===== src/include/hzd_params.svh =====
`ifndef HZD_PARAMS_SVH
`define HZD_PARAMS_SVH

// Field widths, fixed by the instruction set
`define HZD_PC_W      12  // Instruction address
`define HZD_REG_W     5   // Register index
`define HZD_OPC_W     7   // Major opcode
`define HZD_WBSEL_W   3   // Writeback source select
`define HZD_IMMSEL_W  3   // Immediate format select

// RISC-V major opcodes
`define OPC_LOAD      7'b0000011
`define OPC_STORE     7'b0100011
`define OPC_BRANCH    7'b1100011
`define OPC_JALR      7'b1100111
`define OPC_OP        7'b0110011  // Register-register ALU ops

// Writeback select code for load data
`define WBSEL_LOAD    3'b001

// Immediate select code for I-type
// rs2 field holds immediate bits here
`define IMMSEL_I      3'b000

`endif


===== src/source/hzd_pkg.sv =====
package hzd_pkg;

`include "hzd_params.svh"

    // Instruction address in IF and ID
    typedef logic [`HZD_PC_W-1:0] pc_t;

    // Source or destination register index
    // Index 0 is x0, never a real write
    typedef logic [`HZD_REG_W-1:0] reg_idx_t;

    // Major opcode, bits [6:0] of the instruction
    typedef logic [`HZD_OPC_W-1:0] opcode_t;

    // Which result goes to the register file
    // Loads are marked by a single code
    typedef logic [`HZD_WBSEL_W-1:0] wb_sel_t;

    // Immediate format chosen by the decoder
    typedef logic [`HZD_IMMSEL_W-1:0] imm_sel_t;

endpackage


===== src/source/hzd_fwd_if.sv =====
`timescale 1ns/100ps

// Hazard flags and raw writeback forwards out of the decode compare
interface hzd_fwd_if;

    logic hzd_exe_to_id_a;   // EXE load feeds a JALR base in ID
    logic hzd_mem_to_exe_a;  // MEM load feeds EXE rsA
    logic hzd_mem_to_exe_b;  // MEM load feeds EXE rsB
    logic raw_wb_to_exe_a;   // WB load matches EXE rsA, not yet qualified
    logic raw_wb_to_exe_b;   // Same for rsB

    // Register-match decode side
    modport fwd_src (
        output hzd_exe_to_id_a,
        output hzd_mem_to_exe_a,
        output hzd_mem_to_exe_b,
        output raw_wb_to_exe_a,
        output raw_wb_to_exe_b
    );

    // Stall and flush generation only needs the hazards
    modport ctrl_dst (
        input hzd_exe_to_id_a,
        input hzd_mem_to_exe_a,
        input hzd_mem_to_exe_b
    );

    // Flush tracker qualifies the WB forwards
    modport track_dst (
        input raw_wb_to_exe_a,
        input raw_wb_to_exe_b
    );

endinterface


===== src/source/hzd_stage_if.sv =====
`timescale 1ns/100ps

// Per-stage flush and stall levels between control and the flush tracker
interface hzd_stage_if;

    // From stall/flush control
    logic id_flush;
    logic exe_flush;
    logic mem_flush;
    logic loop_jump;       // Self-looping jump sitting in ID
    logic isr_pipe_flush;  // Interrupt entry, overrides loop hold
    logic exe_stall;
    logic id_stall;        // Also the IF stall, both are identical
    logic is_nop;          // NOP headed for EXE

    // From the tracker, one bit per stage holding a flushed slot
    logic id_prev_flush;   // Flushed from ID last cycle, now in EXE
    logic exe_prev_flush;
    logic mem_prev_flush;
    logic wb_prev_flush;

    modport ctrl_src (
        output id_flush, exe_flush, mem_flush,
        output loop_jump, isr_pipe_flush,
        output exe_stall, id_stall, is_nop,
        input  mem_prev_flush  // Blocks back-to-back MEM flushes
    );

    modport track_dst (
        input  id_flush, exe_flush, mem_flush,
        input  loop_jump, isr_pipe_flush,
        input  exe_stall, id_stall, is_nop,
        output id_prev_flush, exe_prev_flush, mem_prev_flush, wb_prev_flush
    );

endinterface


===== src/source/flush_track.sv =====
`timescale 1ns/100ps

module flush_track (
    input  logic           clk,
    input  logic           nrst,
    input  logic           wb_wr_en,
    // Stage clock enables
    output logic           if_clk_en,
    output logic           id_clk_en,
    output logic           exe_clk_en,
    output logic           mem_clk_en,
    output logic           wb_clk_en,
    output logic           rf_clk_en,       // Register file write
    // Qualified load forwards into EXE
    output logic           fw_wb_to_exe_a,
    output logic           fw_wb_to_exe_b,
    hzd_stage_if.track_dst stage,
    hzd_fwd_if.track_dst   fwd
);

    logic id_prev_flush;
    logic exe_prev_flush;
    logic mem_prev_flush;
    logic wb_prev_flush;
    logic front_hold;

    // A flushed slot walks one stage per cycle until it leaves WB
    always_ff @(posedge clk) begin
        if (!nrst) begin
            id_prev_flush  <= 1'b0;
            exe_prev_flush <= 1'b0;
            mem_prev_flush <= 1'b0;
            wb_prev_flush  <= 1'b0;
        end else begin
            // Interrupt entry refills ID, so nothing stale to follow
            id_prev_flush  <= (stage.id_flush || stage.loop_jump) && !stage.isr_pipe_flush;
            exe_prev_flush <= id_prev_flush ? 1'b1 : stage.exe_flush;
            mem_prev_flush <= exe_prev_flush ? 1'b1 : stage.mem_flush;
            wb_prev_flush  <= mem_prev_flush;  // WB itself never flushes
        end
    end

    assign stage.id_prev_flush  = id_prev_flush;
    assign stage.exe_prev_flush = exe_prev_flush;
    assign stage.mem_prev_flush = mem_prev_flush;
    assign stage.wb_prev_flush  = wb_prev_flush;

    // Loop jump freezes fetch and decode, unless an interrupt is taken
    assign front_hold = stage.loop_jump && !stage.isr_pipe_flush;

    assign if_clk_en  = !(stage.id_stall || front_hold);
    assign id_clk_en  = !(stage.id_stall || front_hold);
    // NOPs never clock EXE
    assign exe_clk_en = !(stage.exe_stall || id_prev_flush || stage.is_nop);
    assign mem_clk_en = !(stage.mem_flush || exe_prev_flush);
    assign wb_clk_en  = !mem_prev_flush;
    assign rf_clk_en  = wb_wr_en && !wb_prev_flush;

    // Bubble in WB carries no valid load data
    assign fw_wb_to_exe_a = fwd.raw_wb_to_exe_a && !wb_prev_flush;
    assign fw_wb_to_exe_b = fwd.raw_wb_to_exe_b && !wb_prev_flush;

endmodule


===== src/source/fwd_unit.sv =====
`timescale 1ns/100ps

`include "hzd_params.svh"

module fwd_unit (
    // Source registers
    input  hzd_pkg::reg_idx_t id_rs_a,
    input  hzd_pkg::reg_idx_t id_rs_b,
    input  hzd_pkg::reg_idx_t exe_rs_a,
    input  hzd_pkg::reg_idx_t exe_rs_b,
    // Destination registers
    input  hzd_pkg::reg_idx_t exe_rd,
    input  hzd_pkg::reg_idx_t mem_rd,
    input  hzd_pkg::reg_idx_t wb_rd,
    input  logic              exe_wr_en,
    input  logic              mem_wr_en,
    input  logic              wb_wr_en,
    // ID operand usage
    input  logic              id_sel_opa,
    input  logic              id_sel_opb,
    input  logic              id_is_stype,
    input  logic              id_sel_opbr,    // Register-based branch/jump target
    input  hzd_pkg::imm_sel_t id_imm_select,
    input  hzd_pkg::opcode_t  id_opcode,
    // EXE operand usage
    input  logic              exe_comp_use_a, // Compressed form reads rsA
    input  logic              exe_comp_use_b, // Compressed form reads rsB
    input  logic              exe_is_comp,
    input  hzd_pkg::opcode_t  exe_opcode,
    // Writeback source per stage
    input  hzd_pkg::wb_sel_t  exe_sel_data,
    input  hzd_pkg::wb_sel_t  mem_sel_data,
    input  hzd_pkg::wb_sel_t  wb_sel_data,
    // Forward selects into ID
    output logic              fw_exe_to_id_a,
    output logic              fw_exe_to_id_b,
    output logic              fw_mem_to_id_a,
    output logic              fw_mem_to_id_b,
    output logic              fw_wb_to_id_a,
    output logic              fw_wb_to_id_b,
    hzd_fwd_if.fwd_src        fwd
);
    import hzd_pkg::*;

    logic exe_load;
    logic mem_load;
    logic wb_load;
    logic id_use_a;
    logic id_use_b;
    logic exe_alu_b;
    logic exe_use_a;
    logic exe_use_b;
    logic exe_m_a;
    logic exe_m_b;

    // Live write to a nonzero rd that matches the source
    function automatic logic wr_match(input logic we, input reg_idx_t rd, input reg_idx_t rs);
        return we && (rd == rs) && (rd != '0);
    endfunction

    function automatic logic is_load(input wb_sel_t sel);
        return sel == `WBSEL_LOAD;
    endfunction

    assign exe_load = is_load(exe_sel_data);  // Data not ready until MEM ends
    assign mem_load = is_load(mem_sel_data);
    assign wb_load  = is_load(wb_sel_data);

    // ID operand reads
    assign id_use_a = id_sel_opa;
    // rsB also needed by stores and branch compares
    // I-type reuses the rs2 field as immediate bits
    assign id_use_b = (id_sel_opb && (id_imm_select != `IMMSEL_I))
                    || (id_is_stype && (id_opcode == `OPC_STORE))
                    || (id_sel_opbr && (id_opcode == `OPC_BRANCH));

    // EXE operand reads
    assign exe_alu_b = (exe_opcode == `OPC_OP) || (exe_opcode == `OPC_STORE)
                     || (exe_opcode == `OPC_BRANCH);
    assign exe_use_a = exe_is_comp ? exe_comp_use_a : 1'b1;
    assign exe_use_b = exe_is_comp ? exe_comp_use_b : exe_alu_b;

    assign exe_m_a = wr_match(exe_wr_en, exe_rd, id_rs_a);
    assign exe_m_b = wr_match(exe_wr_en, exe_rd, id_rs_b);

    // EXE has priority, loads in EXE cannot forward yet
    assign fw_exe_to_id_a = exe_m_a && id_use_a && !exe_load;
    assign fw_exe_to_id_b = exe_m_b && id_use_b && !exe_load;

    // MEM next, load data still in flight
    assign fw_mem_to_id_a = wr_match(mem_wr_en, mem_rd, id_rs_a) && id_use_a
                          && !fw_exe_to_id_a && !mem_load;
    assign fw_mem_to_id_b = wr_match(mem_wr_en, mem_rd, id_rs_b) && id_use_b
                          && !fw_exe_to_id_b && !mem_load;

    // WB last, any result type
    assign fw_wb_to_id_a = wr_match(wb_wr_en, wb_rd, id_rs_a) && id_use_a
                         && !fw_exe_to_id_a && !fw_mem_to_id_a;
    assign fw_wb_to_id_b = wr_match(wb_wr_en, wb_rd, id_rs_b) && id_use_b
                         && !fw_exe_to_id_b && !fw_mem_to_id_b;

    // JALR resolves its target in ID, so a load one stage ahead stalls it
    assign fwd.hzd_exe_to_id_a = exe_m_a && exe_load && (id_opcode == `OPC_JALR);

    // Load-use against EXE
    assign fwd.hzd_mem_to_exe_a = wr_match(mem_wr_en, mem_rd, exe_rs_a) && mem_load && exe_use_a;
    assign fwd.hzd_mem_to_exe_b = wr_match(mem_wr_en, mem_rd, exe_rs_b) && mem_load && exe_use_b;

    // Load data reaching WB while the consumer waits in EXE
    assign fwd.raw_wb_to_exe_a = wr_match(wb_wr_en, wb_rd, exe_rs_a) && wb_load;
    assign fwd.raw_wb_to_exe_b = wr_match(wb_wr_en, wb_rd, exe_rs_b) && wb_load;

endmodule


===== src/source/hazard_unit.sv =====
`timescale 1ns/100ps

module hazard_unit (
    input  logic              clk,
    input  logic              nrst,
    // Fetch and decode
    input  hzd_pkg::pc_t      if_pc,
    input  hzd_pkg::pc_t      id_pc,
    input  logic              is_jump,
    input  logic              is_nop,
    // Flush and busy sources
    input  logic              isr_pc_flush,
    input  logic              isr_pipe_flush,
    input  logic              branch_flush,
    input  logic              jump_flush,
    input  logic              mul_stall,
    input  logic              div_running,
    // Register indices
    input  hzd_pkg::reg_idx_t id_rs_a,
    input  hzd_pkg::reg_idx_t id_rs_b,
    input  hzd_pkg::reg_idx_t exe_rs_a,
    input  hzd_pkg::reg_idx_t exe_rs_b,
    input  hzd_pkg::reg_idx_t exe_rd,
    input  hzd_pkg::reg_idx_t mem_rd,
    input  hzd_pkg::reg_idx_t wb_rd,
    input  logic              exe_wr_en,
    input  logic              mem_wr_en,
    input  logic              wb_wr_en,
    // Operand usage and decode fields
    input  logic              id_sel_opa,
    input  logic              id_sel_opb,
    input  logic              id_is_stype,
    input  logic              id_sel_opbr,
    input  hzd_pkg::imm_sel_t id_imm_select,
    input  hzd_pkg::opcode_t  id_opcode,
    input  hzd_pkg::opcode_t  exe_opcode,
    input  logic              exe_comp_use_a,
    input  logic              exe_comp_use_b,
    input  logic              exe_is_comp,
    input  hzd_pkg::wb_sel_t  exe_sel_data,
    input  hzd_pkg::wb_sel_t  mem_sel_data,
    input  hzd_pkg::wb_sel_t  wb_sel_data,
    // Stalls, flushes and enables
    output logic              if_stall,
    output logic              id_stall,
    output logic              exe_stall,
    output logic              mem_stall,
    output logic              wb_stall,
    output logic              if_flush,
    output logic              id_flush,
    output logic              exe_flush,
    output logic              mem_flush,
    output logic              wb_flush,
    output logic              if_clk_en,
    output logic              id_clk_en,
    output logic              exe_clk_en,
    output logic              mem_clk_en,
    output logic              wb_clk_en,
    output logic              rf_clk_en,
    // Forward selects
    output logic              fw_exe_to_id_a,
    output logic              fw_exe_to_id_b,
    output logic              fw_mem_to_id_a,
    output logic              fw_mem_to_id_b,
    output logic              fw_wb_to_id_a,
    output logic              fw_wb_to_id_b,
    output logic              fw_wb_to_exe_a,
    output logic              fw_wb_to_exe_b,
    output logic              load_hazard
);

    hzd_fwd_if   fwd_bus ();    // Decode compare to control and tracker
    hzd_stage_if stage_bus ();  // Control to tracker and back

    // Port names match the top level, only the buses need naming
    fwd_unit i_fwd_unit (.fwd(fwd_bus), .*);

    stall_flush_ctrl i_stall_flush_ctrl (.fwd(fwd_bus), .stage(stage_bus), .*);

    flush_track i_flush_track (.stage(stage_bus), .fwd(fwd_bus), .*);

endmodule


===== src/source/stall_flush_ctrl.sv =====
`timescale 1ns/100ps

module stall_flush_ctrl (
    input  hzd_pkg::pc_t  if_pc,
    input  hzd_pkg::pc_t  id_pc,
    input  logic          is_jump,         // Jump decoded in ID
    input  logic          is_nop,          // NOP decoded in ID
    input  logic          id_sel_opbr,     // Register-based target, JALR
    // Interrupt controller
    input  logic          isr_pc_flush,
    input  logic          isr_pipe_flush,
    // Branch prediction outcome
    input  logic          branch_flush,
    input  logic          jump_flush,
    // Multi-cycle units
    input  logic          mul_stall,
    input  logic          div_running,
    // Stalls
    output logic          if_stall,        // PC and instruction memory
    output logic          id_stall,        // IF/ID register
    output logic          exe_stall,       // ID/EXE register
    output logic          mem_stall,
    output logic          wb_stall,
    // Flushes, active-high clears of the pipeline registers
    output logic          if_flush,
    output logic          id_flush,
    output logic          exe_flush,
    output logic          mem_flush,
    output logic          wb_flush,
    output logic          load_hazard,
    hzd_fwd_if.ctrl_dst   fwd,
    hzd_stage_if.ctrl_src stage
);

    logic jalr_hazard;
    logic unit_busy;
    logic loop_jump;

    // One-cycle hold of IF and ID for a load feeding JALR
    assign jalr_hazard = fwd.hzd_exe_to_id_a;

    // Load-use, masked when MEM already holds a bubble
    assign load_hazard = (fwd.hzd_mem_to_exe_a || fwd.hzd_mem_to_exe_b)
                       && !stage.mem_prev_flush;

    assign unit_busy = div_running || mul_stall;  // Multiplier or divider not done

    // Stalls
    assign if_stall  = load_hazard || jalr_hazard || unit_busy;
    assign id_stall  = load_hazard || jalr_hazard || unit_busy;
    assign exe_stall = load_hazard || unit_busy;  // EXE load drains on a JALR hazard
    assign mem_stall = 1'b0;
    assign wb_stall  = 1'b0;

    // Flushes
    assign if_flush  = isr_pc_flush;
    assign id_flush  = isr_pipe_flush || jump_flush || branch_flush;
    assign exe_flush = jalr_hazard || branch_flush || is_nop;  // Bubble behind the JALR
    assign mem_flush = load_hazard || unit_busy;
    assign wb_flush  = 1'b0;

    // Jump to its own address, held in place until an interrupt
    // JAL only, JALR targets are not known from the PC compare
    assign loop_jump = (if_pc == id_pc) && is_jump && !id_sel_opbr && !id_stall;

    // Levels handed to the flush tracker
    assign stage.id_flush       = id_flush;
    assign stage.exe_flush      = exe_flush;
    assign stage.mem_flush      = mem_flush;
    assign stage.loop_jump      = loop_jump;
    assign stage.isr_pipe_flush = isr_pipe_flush;
    assign stage.exe_stall      = exe_stall;
    assign stage.id_stall       = id_stall;
    assign stage.is_nop         = is_nop;

endmodule


===== config.mk =====
export PLATFORM = sky130hd
export DESIGN_NAME = hazard_unit
export DESIGN_NICKNAME = d
export VERILOG_FILES = /design/src/source/hzd_pkg.sv /design/src/source/hzd_fwd_if.sv /design/src/source/hzd_stage_if.sv /design/src/source/flush_track.sv /design/src/source/fwd_unit.sv /design/src/source/hazard_unit.sv /design/src/source/stall_flush_ctrl.sv
export VERILOG_INCLUDE_DIRS = /design/src /design/src/include
export SDC_FILE = /design/constraint.sdc
export NUM_CORES = 1
export LEC_CHECK = 0
export BUFFER_PORTS_ARGS = -buffer_cell sky130_fd_sc_hd__buf_2
export CAP_MARGIN = 5
export CORE_MARGIN = 3
export CORE_UTILIZATION = 32
export CTS_BUF_LIST = sky130_fd_sc_hd__clkbuf_8 sky130_fd_sc_hd__clkbuf_16
export CTS_CLUSTER_SIZE = 24
export DETAILED_ROUTE_END_ITERATION = 8
export PLACE_DENSITY = 0.78
export RECOVER_POWER = 100
export SLEW_MARGIN = 20
export SYNTH_ARGS = -nofsm -noshare
export SYNTH_HDL_FRONTEND = slang
export SYNTH_SLANG_ARGS = --single-unit

===== constraint.sdc =====
create_clock -name clk -period 3.2 [get_ports clk]
set_clock_uncertainty 0.2 [all_clocks]
set_input_delay 0.8 -clock clk [delete_from_list [all_inputs] [get_ports clk]]
set_output_delay 0.8 -clock clk [all_outputs]
set_load 0.05 [all_outputs]

[Word-level counts from Yosys, hierarchy flattened]
Cells that the tools add are included.
Word-level totals
  bits in registers: 4
  word-level logic and storage cells: 120
Cells by class
  equal/unequal tests: 20
  mux-type cells: 4
  reduce and logical (&&, ||, !) cells: 92
Operators with widths (number)
  1-bit logical AND: 56
  5-bit equality test: 10
  7-bit by 6-bit equality test with 1-bit output, second input constant: 3
  7-bit equality test, second input constant: 3
  1-bit logical OR: 18
  5-bit nonzero test: 3
  1-bit logical NOT: 14
  12-bit equality test: 1
  3-bit by 1-bit equality test with 1-bit output, second input constant: 3
  1-bit 2-to-1 mux: 4
  3-bit nonzero test: 1

[Depth between registers and ports, before layout]
  depth in word-level cells: 14
  gate-level depth with buffers: 8

[Hierarchy]
A second synthesis with hierarchy kept.
Second synthesis, totals
  cell total of the unflattened synthesis: 173
  area total of the unflattened synthesis: 1312.5 um2
Modules (own cells, without submodules)
  fwd_unit: times used 1, cells an instance 119, area each 872.1 um2, seq. area each 0.0 um2
  stall_flush_ctrl: times used 1, cells an instance 37, area each 282.8 um2, seq. area each 0.0 um2
  flush_track: times used 1, cells an instance 17, area each 157.7 um2, seq. area each 80.1 um2

[Worst setup path after synthesis]
No wires, ideal clock.
  path kind: in2out
  from: input port id_rs_a[2]
  to: output port fw_wb_to_id_a
  arrival time: 3.836 ns
  data required time: 2.200 ns
  path slack: -1.636 ns
  cell stages on the path: 5
  cells stage by stage: xor2_1 > nor3_1 > nand3_1 > nor4b_1 > nor4_1
On the way
  cells in the longest elaborated chain, start to end: 10
  elaborated cells between the ends (all ways): 19
  classes of those cells: eq/ne: 3; reduce/logical: 16
Ends and longest elaborated chain
  from (decl): line hazard_unit.sv:19  | input hzd_pkg::reg_idx_t id_rs_a,
  5-bit equality test *: line fwd_unit.sv:58  | return we && (rd == rs) && (rd != '0);
  1-bit logical AND * (2 in a row): line fwd_unit.sv:58
  1-bit logical AND * (2 in a row): line fwd_unit.sv:87  | assign fw_exe_to_id_a = exe_m_a && id_use_a && !exe_load;
  net fw_exe_to_id_a: line hazard_unit.sv:61  | output logic fw_exe_to_id_a,
  1-bit logical NOT *: line fwd_unit.sv:92, fwd_unit.sv:98
  1-bit logical AND (2 in a row): line fwd_unit.sv:92  | && !fw_exe_to_id_a && !mem_load;
  1-bit logical NOT: line fwd_unit.sv:98  | && !fw_exe_to_id_a && !fw_mem_to_id_a;
  1-bit logical AND *: line fwd_unit.sv:98
  to (decl): line hazard_unit.sv:65  | output logic fw_wb_to_id_a,
Mark *: on every way through the listed nets, which the timed path passes. The rest lies on a longest branch.

[Worst setup path in the final report]
  from: input port mem_rd[4]
  to: output port if_clk_en
On the way
  cells in the longest elaborated chain, start to end: 14
  elaborated cells between the ends (all ways): 20
  classes of those cells: eq/ne: 2; reduce/logical: 18
Ends and longest elaborated chain
  from (decl): line hazard_unit.sv:24  | input hzd_pkg::reg_idx_t mem_rd,
  5-bit equality test: line fwd_unit.sv:58
  1-bit logical AND (2 in a row): line fwd_unit.sv:58
  1-bit logical AND, on equally long branches (2 in a row): line fwd_unit.sv:106, fwd_unit.sv:107
  1-bit logical OR *: line stall_flush_ctrl.sv:43  | assign load_hazard = (fwd.hzd_mem_to_exe_a || fwd.hzd_mem_to_exe_b)
  1-bit logical AND *: line stall_flush_ctrl.sv:44  | && !stage.mem_prev_flush;
  1-bit logical OR * (2 in a row): line stall_flush_ctrl.sv:50  | assign id_stall = load_hazard || jalr_hazard || unit_busy;
  1-bit logical NOT: line stall_flush_ctrl.sv:64  | assign loop_jump = (if_pc == id_pc) && is_jump && !id_sel_opbr && !id_stall;
  1-bit logical AND: line stall_flush_ctrl.sv:64
  1-bit logical AND: line flush_track.sv:49  | assign front_hold = stage.loop_jump && !stage.isr_pipe_flush;
  1-bit logical OR *: line flush_track.sv:51  | assign if_clk_en = !(stage.id_stall || front_hold);
  1-bit logical NOT *: line flush_track.sv:51
  to (decl): line hazard_unit.sv:54  | output logic if_clk_en,
Every way passes the cells marked *; elsewhere a longest branch is shown, timed or not.

==> results.toml <==
[yosys]
synthCells = 162
netlist_area_sq_um = 1210
synth.largest_area_cell = "xor2_1"
synthFlopType = "dfxtp_1"
yosysWarningCount = 0
synth_cell_types = 40
ys_seq_area_share_pct = 6.62
async_reset_ff_share_pct = 0
synth-edff-count = 0
avgSynthCellArea_sq_um = 7.47
ys_seq_elements = 4
synth_top_area_share_pct = 23.2
synth_area_leaders = "xor2_1 23%, xnor2_1 22%, dfxtp_1 6.6%"

[run_status]
status = "finished with violations"
violations = "setup timing"

[route]
dr_total_vias = 1727
drt-total-wl_um = 5010
viasPerCell = 4.68
drt_first_pass_iters = 4
wl_per_cell_um = 13.6
drt_iter0_markers = 62
ant_nets = 0
drcViolationCount = 0

[floorplanning]
core_sq_um = 3490
io_pins = 130
start_util_pct = 34.6
dieArea_sq_um = 4550
dieWidth_um = 67.5
num_rows = 21
die_y_um = 67.5

[timing]
setup_slack_ns = -0.262
rsz0062_at_grt = "yes"
maxSlewHeadroom_pct = 60.9
tightest_slew_ns = 0.589
tns_ns = -2.18
fin_crit_ns = 3.46
max_freq_mhz = 289
min_period_over_period_pct = 108
drv_slew = 0
setup_viol = 16
final_hold_viol_count = 0

[worst_setup_path]
cp.required_ns = 2.20
worstSetupPathType = "in2out"
crit_fanout = 3
end_kind = "primary output"
worstSetupStartpointType = "primary input"
worstPathCellList = "buf_6 -> or4_4 -> o21ai_2 -> nor3_2 -> o21ai_4 -> or3b_4 -> nor2_4 -> buf_8"
cp_slowest_cell = "or4_4"
arrival_ns = 2.46
r2r_setup_slack_ns = 1.57
cp_slowest_stage_delay_ns = 0.52
reg2reg_depth = 6
rr_endpoint = "i_flush_track.stage.id_prev_flush"
rr_startpoint = "i_flush_track.stage.mem_prev_flush"

[cts]
root_buffer = "clkbuf_8"
cts.sinks = 4
cts_buffers = 3
cts_tree = "built"
clock_latency_ns = 0.22
cts_buffer_depth = 2
cts-hold-fix-buffers = 0
cts_htree_levels = 1
cts.clk_slew.worst_paths_ns = 0.03

[worst_hold_path]
min_path_type = "reg2reg"
hp-start = "i_flush_track.stage.mem_prev_flush"
whs_path_depth = 2
holdPathEnd = "i_flush_track.stage.wb_prev_flush"

[global_routing]
grt_pass1_wl_um = 7170
grt_pass1_vias = 1637
grt_max_degree = 7
track_usage_pct = 20.2
antenna_found_initial = 0
grt-ovfl-total = 0

[pwr]
max-vdd-ir-drop_mv = 0.219
p_leak_nw = 1.24
power.density_nw_per_um2 = 184
p_total_w = 0.000484

[cells_and_area]
fill_cells = 256
utilization_pct = 75.2
antenna_cells = 0
regArea_sq_um = 80.1
final_common_cell = "buf_2"
drive_above_1_share_pct = 63.8
final_cell_mix = "98 x buf_2, 42 x buf_4, 32 x xor2_1"
area_delta_synth_final_pct = 117
layout.nets = 430
multiInputGateArea_sq_um = 1260

[placement]
gp_congestion = 0.859
dp_hpwl_um = 4110
port_buffers = 124

[job]
cap_viol_max_count = 0
per-layer routing:
metal | global-route usage (%) | up-vias | share of wire, %
met1 | 25.1 | 784 | 41
li1 | - | 877 | -
met4 | 4.05 | 0 | 0
met2 | 36.3 | 66 | 53
met5 | 0 | - | 0
met3 | 3.33 | 0 | 6.7
logic make-up after synthesis:
family | count (synthesis) | share of synthesized area [%]
other | 1 | 0.310
AOI/OAI and AO/OA | 12 | 7.96
and+or+nand+nor | 61 | 30.0
DFF | 4 | 6.62
buffers and inverters | 21 | 9.41
muxes | 1 | 0.827
xor gates and xnor gates | 62 | 44.9
critical path: cells and delay by family:
kind | cells | cell delay (ns)
buffers and inverters | 2 | 0.25
and+or+nand+nor | 4 | 1.16
AOI/OAI and AO/OA | 2 | 0.24
final cells by class:
cell class	instances	share of cell area, %
flip-flops and latches	4	3.05
clock buffers	3	1.57
multi-input cells	139	47.8
inverters	4	0.667
repair buffers	173	44.7
well taps	46	2.19
cells in the mapped netlist, types with 2 or more instances:
cell	count
buf_4	7
nor4_1	10
dfxtp_1	4
nand3_1	8
or4_1	2
inv_1	4
nor3b_1	2
nor2_1	8
nor3_1	7
nand2b_1	2
xnor2_1	30
xor2_1	32
o21ai_2	2
nand4_1	6
nand2_1	2
o31ai_1	2
or3_1	2
clkbuf_1	7
nor2b_1	4
state kept, by name (all words and copies together), names as in the netlist:
register	cells
i_flush_track.stage.exe_prev_flush	1
i_flush_track.stage.id_prev_flush	1
i_flush_track.stage.mem_prev_flush	1
i_flush_track.stage.wb_prev_flush	1
through the flow:
step | cell area, sq um | instances | hold slack (ns) | setup WS, ns
floorplan | 1370 | 164 | 0.261 | -0.535
global placement | 2220 | 355 | 0.265 | -0.351
detailed placement | 2220 | 355 | 0.261 | -0.370
CTS | 2510 | 364 | 0.268 | -0.257
global route | 2630 | 369 | 0.301 | -0.310
finish | 2630 | 369 | 0.265 | -0.262
repair_timing:
| action | CTS | global route |
|---|---|---|
| gates resized for setup | 53 | 23 |
| setup endpoints to repair | 18 | 18 |
| setup buffers | 6 | 6 |
| pin swaps | 10 | 10 |
how the worst max path moves through the flow:
stage | from | end | slack [ns]
6_report | mem_rd[4] | if_clk_en | -0.26
3_5_place_dp | exe_rd[2] | if_clk_en | -0.37
4_1_cts | exe_rd[1] | if_clk_en | -0.26
5_1_grt | mem_rd[4] | if_clk_en | -0.31
3_3_place_gp | mem_rd[3] | mem_flush | -0.35
2_1_floorplan | mem_rd[3] | if_clk_en | -0.53
where the power goes:
part	leakage [nW]	total, W	switching [W]	internal, W
Sequential	0.0334	0.0000560	0.00000251	0.0000535
Combinational	1.18	0.000321	0.000159	0.000162
Clock	0.0216	0.000107	0.0000271	0.0000803
(Power assumes the default switching activity.)
